**config.mk**
```make
export PLATFORM = sky130hd
export DESIGN_NAME = wallace_mult
export DESIGN_NICKNAME = d
export VERILOG_FILES = /design/src/wallace_pkg.sv /design/src/mult_pkg.sv /design/src/wallace_mult.sv /design/src/cla_adder.sv /design/src/wallace_tree.sv /design/src/wallace_stage.sv /design/src/partial_product_gen.sv
export SDC_FILE = /design/constraint.sdc
export NUM_CORES = 1
export LEC_CHECK = 0
export ABC_AREA = 1
export BUFFER_PORTS_ARGS = -buffer_cell sky130_fd_sc_hd__clkbuf_2
export CORE_MARGIN = 4
export CORE_UTILIZATION = 25
export DETAILED_ROUTE_END_ITERATION = 10
export SYNTH_ARGS = -nofsm -noshare
export SYNTH_HDL_FRONTEND = slang
export SYNTH_SLANG_ARGS = --single-unit
```
**constraint.sdc**
```tcl
create_clock -name clk -period 3.33 [get_ports clk]
set_input_delay 0.333 -clock clk [delete_from_list [all_inputs] [get_ports clk]]
set_output_delay 0.333 -clock clk [all_outputs]
set_load 0.02 [all_outputs]
```
**src/wallace_pkg.sv**
```systemverilog
package wallace_pkg;

    // --------------------
    // Reduction schedule
    // --------------------

    // One carry-save level turns each full group of three rows into two.
    // Rows left over from the grouping pass through as they are.
    function automatic int rows_after(input int rows_in);
        return (rows_in / 3) * 2 + (rows_in % 3);
    endfunction

    // Rows entering a given level, counted from the first one.
    function automatic int stage_rows(input int width, input int stage);
        int rows;
        rows = width;
        for (int i = 0; i < stage; i++) begin
            rows = rows_after(rows);
        end
        return rows;
    endfunction

    // Levels needed to bring width rows down to a sum and a carry row.
    function automatic int num_stages(input int width);
        int rows;
        int levels;
        rows   = width;
        levels = 0;
        while (rows > 2) begin
            rows   = rows_after(rows);
            levels = levels + 1;
        end
        return levels;
    endfunction

    // No level ever holds more rows than the AND array produces.
    function automatic int MAX_ROWS(input int width);
        return width;
    endfunction

endpackage

```
**src/mult_pkg.sv**
```systemverilog
package mult_pkg;

    // --------------------
    // Operand format
    // --------------------

    // Operands are unsigned.
    // The top level uses this width unless it is told otherwise.
    localparam int DEFAULT_WIDTH = 8;

    // --------------------
    // Product format
    // --------------------

    // Two unsigned WIDTH-bit operands give a product below 2**(2*WIDTH).
    // Every partial-product row and the final sum therefore share this width.
    function automatic int prod_width(input int width);
        return 2 * width;
    endfunction

endpackage
```
**src/wallace_mult.sv**
```systemverilog
`timescale 1ns/100ps

module wallace_mult import mult_pkg::*; #(
    parameter int WIDTH = DEFAULT_WIDTH
) (
    input  logic                         clk,
    input  logic                         rst_n,
    input  logic                         in_valid,
    input  logic [WIDTH-1:0]             a,
    input  logic [WIDTH-1:0]             b,
    output logic                         out_valid,
    output logic [prod_width(WIDTH)-1:0] product
);

    localparam int PW        = prod_width(WIDTH);
    localparam int CLA_GROUP = 4;

    logic [2:0]       valid_pipe; // One bit per register stage.
    logic [WIDTH-1:0] a_q;
    logic [WIDTH-1:0] b_q;
    logic [PW-1:0]    pp_rows [WIDTH];
    logic [PW-1:0]    tree_sum;
    logic [PW-1:0]    tree_carry;
    logic [PW-1:0]    sum_q;
    logic [PW-1:0]    carry_q;
    logic [PW-1:0]    cla_sum;

    // --------------------
    // Valid pipeline
    // --------------------

    always_ff @(posedge clk or negedge rst_n) begin
        if (!rst_n) begin
            valid_pipe <= '0;
        end else begin
            valid_pipe <= {valid_pipe[1:0], in_valid};
        end
    end

    assign out_valid = valid_pipe[2];

    // --------------------
    // Operand register
    // --------------------

    always_ff @(posedge clk or negedge rst_n) begin
        if (!rst_n) begin
            a_q <= '0;
            b_q <= '0;
        end else if (in_valid) begin
            a_q <= a;
            b_q <= b;
        end
    end

    partial_product_gen #(
        .WIDTH (WIDTH)
    ) u_pp (
        .a    (a_q),
        .b    (b_q),
        .rows (pp_rows)
    );

    wallace_tree #(
        .WIDTH (WIDTH)
    ) u_tree (
        .rows      (pp_rows),
        .sum_row   (tree_sum),
        .carry_row (tree_carry)
    );

    // Cut between the tree and the adder, which keeps the long carry path on its own cycle.
    always_ff @(posedge clk or negedge rst_n) begin
        if (!rst_n) begin
            sum_q   <= '0;
            carry_q <= '0;
        end else if (valid_pipe[0]) begin
            sum_q   <= tree_sum;
            carry_q <= tree_carry;
        end
    end

    cla_adder #(
        .WIDTH (WIDTH),
        .GROUP (CLA_GROUP)
    ) u_cla (
        .x   (sum_q),
        .y   (carry_q),
        .sum (cla_sum)
    );

    // The product holds its last result between valid cycles.
    always_ff @(posedge clk or negedge rst_n) begin
        if (!rst_n) begin
            product <= '0;
        end else if (valid_pipe[1]) begin
            product <= cla_sum;
        end
    end

endmodule

```
**src/cla_adder.sv**
```systemverilog
`timescale 1ns/100ps

module cla_adder import mult_pkg::*; #(
    parameter int WIDTH = DEFAULT_WIDTH,
    parameter int GROUP = 4
) (
    input  logic [prod_width(WIDTH)-1:0] x,
    input  logic [prod_width(WIDTH)-1:0] y,
    output logic [prod_width(WIDTH)-1:0] sum
);

    localparam int PW     = prod_width(WIDTH);
    localparam int GROUPS = (PW + GROUP - 1) / GROUP;
    localparam int PADW   = GROUPS * GROUP;

    logic [PADW-1:0] x_pad;
    logic [PADW-1:0] y_pad;
    logic [PADW-1:0] gen;
    logic [PADW-1:0] prop;
    logic [PADW:0]   carry; // carry[i] enters bit i.

    // Carries into bits 1 to GROUP of one group, written out as sums of products.
    // No carry inside the group waits on the carry below it.
    function automatic logic [GROUP:1] group_carries(
        input logic [GROUP-1:0] g,
        input logic [GROUP-1:0] p,
        input logic             cin
    );
        logic [GROUP:1] c;
        logic           term;
        for (int k = 1; k <= GROUP; k++) begin
            term = cin;
            for (int j = 0; j < k; j++) begin
                term = term & p[j];
            end
            c[k] = term;
            for (int j = 0; j < k; j++) begin
                term = g[j];
                for (int m = j + 1; m < k; m++) begin
                    term = term & p[m];
                end
                c[k] = c[k] | term;
            end
        end
        return c;
    endfunction

    assign x_pad = PADW'(x);
    assign y_pad = PADW'(y);
    assign gen   = x_pad & y_pad;
    assign prop  = x_pad ^ y_pad;

    assign carry[0] = 1'b0;

    // --------------------
    // Lookahead groups
    // --------------------

    // The group carry-out ripples into the next group.
    for (genvar grp = 0; grp < GROUPS; grp++) begin : g_group
        localparam int BASE = grp * GROUP;

        assign carry[BASE+GROUP:BASE+1] =
            group_carries(gen[BASE +: GROUP], prop[BASE +: GROUP], carry[BASE]);
    end

    // The carry out of the top bit is dropped. A product never overflows.
    assign sum = prop[PW-1:0] ^ carry[PW-1:0];

endmodule

```
**src/wallace_tree.sv**
```systemverilog
`timescale 1ns/100ps

module wallace_tree import mult_pkg::*, wallace_pkg::*; #(
    parameter int WIDTH = DEFAULT_WIDTH
) (
    input  logic [prod_width(WIDTH)-1:0] rows [WIDTH],
    output logic [prod_width(WIDTH)-1:0] sum_row,
    output logic [prod_width(WIDTH)-1:0] carry_row
);

    localparam int PW         = prod_width(WIDTH);
    localparam int NUM_STAGES = num_stages(WIDTH);
    localparam int ROW_SLOTS  = MAX_ROWS(WIDTH);

    // Row sets between the levels.
    // Slots above a level's row count are tied to zero.
    logic [PW-1:0] level [NUM_STAGES+1][ROW_SLOTS];

    for (genvar r = 0; r < WIDTH; r++) begin : g_entry
        assign level[0][r] = rows[r];
    end

    // --------------------
    // Carry-save levels
    // --------------------

    for (genvar s = 0; s < NUM_STAGES; s++) begin : g_level
        localparam int RIN  = stage_rows(WIDTH, s);
        localparam int ROUT = rows_after(RIN);

        logic [PW-1:0] stage_in  [RIN];
        logic [PW-1:0] stage_out [ROUT];

        for (genvar r = 0; r < RIN; r++) begin : g_in
            assign stage_in[r] = level[s][r];
        end

        wallace_stage #(
            .WIDTH   (WIDTH),
            .ROWS_IN (RIN)
        ) u_stage (
            .rows_in  (stage_in),
            .rows_out (stage_out)
        );

        for (genvar r = 0; r < ROW_SLOTS; r++) begin : g_out
            if (r < ROUT) begin : g_used
                assign level[s+1][r] = stage_out[r];
            end else begin : g_idle
                assign level[s+1][r] = '0;
            end
        end
    end

    // The last level always compresses three rows, so slot 0 holds the sum.
    assign sum_row   = level[NUM_STAGES][0];
    assign carry_row = level[NUM_STAGES][1];

endmodule

```
**src/wallace_stage.sv**
```systemverilog
`timescale 1ns/100ps

module wallace_stage import mult_pkg::*, wallace_pkg::*; #(
    parameter int WIDTH   = DEFAULT_WIDTH,
    parameter int ROWS_IN = 3
) (
    input  logic [prod_width(WIDTH)-1:0] rows_in  [ROWS_IN],
    output logic [prod_width(WIDTH)-1:0] rows_out [rows_after(ROWS_IN)]
);

    localparam int PW       = prod_width(WIDTH);
    localparam int GROUPS   = ROWS_IN / 3;
    localparam int LEFTOVER = ROWS_IN % 3;

    // --------------------
    // Full-adder arrays
    // --------------------

    // Each group of three rows goes through one column of full adders per bit.
    // The sum stays in place and the carry moves up one column.
    for (genvar g = 0; g < GROUPS; g++) begin : g_csa
        logic [PW-1:0] x;
        logic [PW-1:0] y;
        logic [PW-1:0] z;
        logic [PW-1:0] majority;

        assign x = rows_in[3*g];
        assign y = rows_in[3*g+1];
        assign z = rows_in[3*g+2];

        assign majority = (x & y) | (x & z) | (y & z);

        assign rows_out[2*g]   = x ^ y ^ z;
        assign rows_out[2*g+1] = {majority[PW-2:0], 1'b0}; // Top carry is always zero.
    end

    // --------------------
    // Leftover rows
    // --------------------

    // One or two rows outside a full group wait for the next level.
    // Two of them are not half-added here.
    for (genvar l = 0; l < LEFTOVER; l++) begin : g_pass
        assign rows_out[2*GROUPS+l] = rows_in[3*GROUPS+l];
    end

endmodule

```
**src/partial_product_gen.sv**
```systemverilog
`timescale 1ns/100ps

module partial_product_gen import mult_pkg::*; #(
    parameter int WIDTH = DEFAULT_WIDTH
) (
    input  logic [WIDTH-1:0]             a,
    input  logic [WIDTH-1:0]             b,
    output logic [prod_width(WIDTH)-1:0] rows [WIDTH]
);

    localparam int PW = prod_width(WIDTH);

    logic [PW-1:0] a_ext;

    assign a_ext = PW'(a); // Zero extended, so shifted rows keep their upper bits.

    // --------------------
    // AND array
    // --------------------

    // Row i carries weight 2**i.
    // It is placed at its column here, so the tree adds whole rows.
    for (genvar i = 0; i < WIDTH; i++) begin : g_row
        logic [PW-1:0] masked;

        assign masked  = a_ext & {PW{b[i]}};
        assign rows[i] = masked << i;
    end

endmodule

```
==> results.yml, run 1 <==
layout:
  syn_to_final_growth_pct: 15.8
  regArea_um2: 1530
  layout_common_cells: "nand2_1 (108), inv_1 (99), dfrtp_1 (61)"
  layout-drive-gt1-share_pct: 20.0
  fin_nets: 550
  final_common_cell: "nand2_1"
  n_antenna_cell: 0
  fin_area_um2: 5030
  fill_cells: 1805
  multi_input_area_um2: 2270
floorplanning:
  start_util_pct: 25.8
  core-area_um2: 16800
  io_pins: 36
  die_h_um: 140
  die_width_um: 140
  design.die.area_um2: 19500
  rows: 47
route:
  top_layer_used: "met4"
  dr.pass1.iters: 4
  dr_wl_met3_um: 257
  drt-initial-drc-count: 187
  wl_met2_um: 3550
  vias_per_cell: 3.91
  wl_met1_um: 4140
  vias: 2682
  wl_per_cell_um: 11.8
  routed_wirelength_um: 8080
  antenna_left: 0
  drc: 0
clocking:
  clockBufferDepth: 2
  tritoncts: "yes"
  cts_sinks: 61
  cts-resized-gates: 0
  path_clk_slew_ps: 50
  clock_latency_ps: 330
  cts_buffers: 9
  cts_htree_levels: 3
  root_buffer: "clkbuf_16"
critical_path:
  cp.required_ps: 3550
  crit_type: "reg2reg"
  worst_setup_path_end_kind: "flop"
  cp_max_fo: 9
  arrival_ps: 3340
  ff2ff_setup_slack_ps: 200
  critPathLaunchType: "flop"
power:
  ir_drop_mv: 0.266
  p_leak_nw: 2.88
  power_density_nw_per_um2: 720
timing:
  slew_viol_final: 0
  post-route-min-period_ps: 3130
  finalSetupViolCount: 0
  fmax_mhz: 320
  fin_tns_setup_ps: 0
  tightest_slew_ps: 711
  final.setup_skew_ps: 5.49
  hold-worst-slack_ps: 236
  hold_viol_final: 0
  rsz0062_at_grt: "no"
  timing.final.crit_share_pct: 94.0
  max_slew_margin_pct: 52.6
logic_synthesis:
  syn_inst: 434
  synth-seq-cells: 61
  ys_seq_area_share_pct: 35.1
  synthesis.nets: 522
  avgSynthCellArea_um2: 10.0
  synth_cell_types: 20
  yosysWarningCount: 0
  synthesis.area_um2: 4340
flow_run:
  maxCapViolations: 0
outcome:
  outcome: "finished, final reports clean"
place:
  gp_congestion: 0.838
  hpwl_um: 6340
  dpl_cell_area_um2: 4670
  port_buffers: 35
global_route:
  overflow: 0
  grt_pass1_wl_um: 14400
  antenna_found_initial: 0
  grt_pass1_vias: 2864
  grt_max_degree: 41
  grt_usage_pct: 9.07
worst_hold_path:
  worst_hold_path_type: "in2reg"
==> cell usage after synthesis, drive strengths merged <==
cell    count  area, um2
buf         9        109
clkbuf     16       60.1
dfrtp      61       1530
fa         41        821
ha         28        350
inv       100        375
mux2       36        510
nand2     108        405
nand3      11       55.1
nand4       2       12.5
nor2        2       7.51
o21ai      17       85.1
xnor2       3       26.3
==> per-stage QoR <==
step	setup WS, ps	std cells	util [%]	power [mW]
final	201	686	29.9	3.62
after floorplan	300	434	-	2.20
after global routing	108	686	29.9	3.97
after global placement	272	670	27.8	2.53
after CTS	187	686	29.9	3.70
after detailed placement	201	670	27.8	2.59
==> worst max-delay path: stages (launching register included) <==
cell	delay, ps
dfrtp_1	560
nand2_1	100
inv_1	80
fa_1	450
fa_1	550
inv_1	50
fa_1	470
inv_1	50
fa_1	430
mux2_4	260
==> kinds of logic (layout without fill, tap and decap cells) <==
group,Yosys count,in the layout,share of synthesized area [%]
mux,36,36,11.8
buf+inv,125,157,12.5
simple gates,123,123,11.1
xor+xnor,3,3,0.605
compound gates,17,17,1.96
fa+ha+maj,69,69,27.0
flops,61,61,35.1
==> sequential cells by signal, indices dropped and copies added (netlist names) <==
name / flops
carry_q: 11
b_q: 8
a_q: 8
sum_q: 15
product: 16
valid_pipe: 3
==> worst paths after layout <==
path,startpoint,end,cells after the start
max in group asynchronous,rst_n,product[6],3
min,a[0],a_q[0],2
min reg2reg,product[5],product[5],2
max,a_q[5],sum_q[9],9
min in group asynchronous,rst_n,a_q[3],2
max reg2reg,a_q[5],sum_q[9],9
==> area by class of cell <==
type                       count  share of cell area [%]
multi-input combinational    248                    45.2
sequential                    61                    30.4
inverter                     100                    7.46
timing repair buffer          42                    4.58
clock buffer                  11                    5.03
tap                          220                    5.47
clock inverter                 4                    1.89
==> report_power, final <==
part | leakage (nW) | internal (mW) | switching (mW) | total, mW
combinational | 1.95 | 0.684 | 0.720 | 1.40
sequential | 0.751 | 0.958 | 0.174 | 1.13
clock | 0.172 | 0.765 | 0.321 | 1.09
total | 2.88 | 2.41 | 1.21 | 3.62
==> metal layers <==
metal	GRT usage, %	vias up
li1	-	1338
met1	12.8	1287
met2	13.4	48
met3	2.16	9
met4	3.62	0
met5	0	-
==> timing repair <==
action,in CTS,in global routing
hold buffers,1,0
endpoints found under the hold margin,11,0
setup buffers,0,0
No activity file was read; power rests on OpenSTA's default activity.
==> run 2, diff against run 1 <==
Settings changed: ABC_AREA 1 to unset.
==> run 2 against run 1 <==
Against the previous run: fmax increased by 0.70%; area after synthesis decreased by 6.4%; routed wire length decreased by 7.7%; hold slack got worse by 62 ps; register-to-register slack improved by 20 ps; critical endpoint is now sum_q[7].
==> results.yml, run 2 <==
worst_hold_path:
  worst_hold_path_type: "in2async"
clocking:
  cts_htree_levels: 3
  holdBufCountCts: 0
  cts_sinks: 61
  post_cts_buffers: 0
  root_buffer: "clkbuf_16"
  clock_latency_ps: 330
  cts-resized-gates: 0
  cts_buffers: 9
  clockBufferDepth: 2
  path_clk_slew_ps: 50
  tritoncts: "yes"
logic_synthesis:
  synth_ff_type: "dfrtp_1"
  synth_top_cell_by_area: "dfrtp_1"
  synth-seq-cells: 61
  yosysMostFrequentCell: "dfrtp_1"
  synthTopCellsByCount: "dfrtp_1 (61), and2_1 (53), mux2_2 (50)"
  async_flop_share_pct: 100
  synth_cell_types: 27
  synthesis.nets: 411
  ys_seq_area_share_pct: 37.5
  synth_top_area_share_pct: 37.5
  syn_inst: 323
  synthTopCellsByArea: "dfrtp_1 (38%), fa_1 (20%), mux2_2 (14%)"
  yosysWarningCount: 0
  synth_edf_count: 0
  avgSynthCellArea_um2: 12.6
  synthesis.area_um2: 4070
route:
  drc: 0
  routed_wirelength_um: 7460
  wl_per_cell_um: 12.7
  drt-initial-drc-count: 60
  vias_per_cell: 4.10
  vias: 2399
  dr.pass1.iters: 4
  antenna_left: 0
timing:
  post-route-min-period_ps: 3110
  fin_tns_setup_ps: 0
  hold_viol_final: 0
  fmax_mhz: 322
  fin_ws_ps: 223
  finalSetupViolCount: 0
  final.setup_skew_ps: 3.74
  rsz0062_at_grt: "no"
  max_slew_margin_pct: 19.3
  tightest_slew_ps: 1210
  slew_viol_final: 0
  hold-worst-slack_ps: 174
  timing.final.crit_share_pct: 93.3
outcome:
  outcome: "finished, final reports clean"
layout:
  top_register: "product"
  largest_reg_flops: 16
  layout_common_cells: "dfrtp_1 (61), and2_1 (53), mux2_2 (50)"
  syn_to_final_growth_pct: 17.4
  fin_nets: 452
  layout-drive-gt1-share_pct: 28.7
  final_common_cell: "dfrtp_1"
  n_antenna_cell: 0
  top_regs: "product x16, sum_q x15, carry_q x11"
power:
  power_density_nw_per_um2: 711
  p_leak_nw: 2.29
  ir_drop_mv: 0.269
floorplanning:
  io_pins: 36
  die_width_um: 136
  design.die.area_um2: 18400
  rows: 46
  start_util_pct: 25.6
  die_h_um: 136
  core-area_um2: 15900
critical_path:
  arrival_ps: 3320
  worst_setup_path_end_kind: "flop"
  critical_path.startpoint: "b_q[5]"
  cp_max_fo: 9
  crit_type: "reg2reg"
  critPathLaunchType: "flop"
  r2r-start: "b_q[5]"
  cp.required_ps: 3540
global_route:
  grt_pass1_wl_um: 13800
  grt_pass1_vias: 2812
  grt_usage_pct: 9.50
  grt_max_degree: 40
  antenna_found_initial: 0
  overflow: 0
flow_run:
  maxCapViolations: 0
place:
  dp_worst_setup_slack_ps: 223
  port_buffers: 35
  hpwl_um: 5710
  gp_congestion: 0.873
-- run 2: cell types whose count changed in the layout (fill, tap and decap cells not counted), sizes merged, moves of 4 or more --
cell   delta
nand2    -94
inv      -65
and2     +53
o21ai    -15
mux2     +14
nand3     -9
a21oi     +5
o21a      +4
-- run 2: report_power, final --
| group | leakage (nW) | total (mW) | switching [mW] | internal (mW) |
|---|---|---|---|---|
| logic | 1.39 | 1.30 | 0.656 | 0.645 |
| clock network | 0.152 | 0.951 | 0.313 | 0.638 |
| registers | 0.742 | 1.14 | 0.172 | 0.971 |
-- run 2: metrics by stage --
stage / utilization, % / total power [mW] / area [um2] / cells
2_1_floorplan: - / 2.12 / 4070 / 323
5_1_grt: 30.1 / 3.74 / 4780 / 585
4_1_cts: 30.1 / 3.47 / 4780 / 585
3_5_place_dp: 28.1 / 2.49 / 4460 / 569
3_3_place_gp: 28.1 / 2.47 / 4460 / 569
6_report: 30.1 / 3.39 / 4780 / 585
-- run 2: kinds of logic (layout without fill, tap and decap cells) --
kind of cell    after synthesis  after routing  share of synthesized area, %
flops                        61             61                          37.5
fa+ha+maj                    69             69                          28.8
buf+inv                      44             90                          5.20
compound gates               19             19                          3.26
xor+xnor                      3              3                         0.646
mux                          50             50                          13.8
simple gates                 77             77                          10.7
-- run 2: worst paths after layout --
kind                       slack (ps)  cells after the start             to
min in group clk                  240                      2         a_q[7]
setup / recovery                  220                      8       sum_q[7]
max in group asynchronous        2360                      2         a_q[3]
hold reg to reg                   490                      2    product[10]
hold / removal                    170                      1  valid_pipe[0]
setup reg to reg                  220                      8       sum_q[7]
-- run 2: critical path, cell delays in order, from the launching register on --
cell and delay, ps:
dfrtp_1 450, and2_1 210, fa_1 530, inv_1 60
fa_1 530, inv_1 50, fa_1 490, fa_1 410
mux2_2 270
-- run 2: final cells by class --
type | instances | area, um2
timing repair buffer | 39 | 205
sequential | 61 | 1530
fill | 1650 | 11100
clock inverter | 3 | 42.5
clock buffer | 13 | 270
inverter | 35 | 131
tap | 216 | 270
multi-input combinational | 218 | 2330
-- run 2: per-layer routing --
layer  track usage (%)  wire, um  part of all wire (%)  vias up
met4              3.70       138                   1.9        0
met5                 0         0                     0        -
met3              2.56       267                   3.6       10
li1                  -         -                     -     1134
met1              12.1      3530                    47     1218
met2              15.4      3520                    47       37
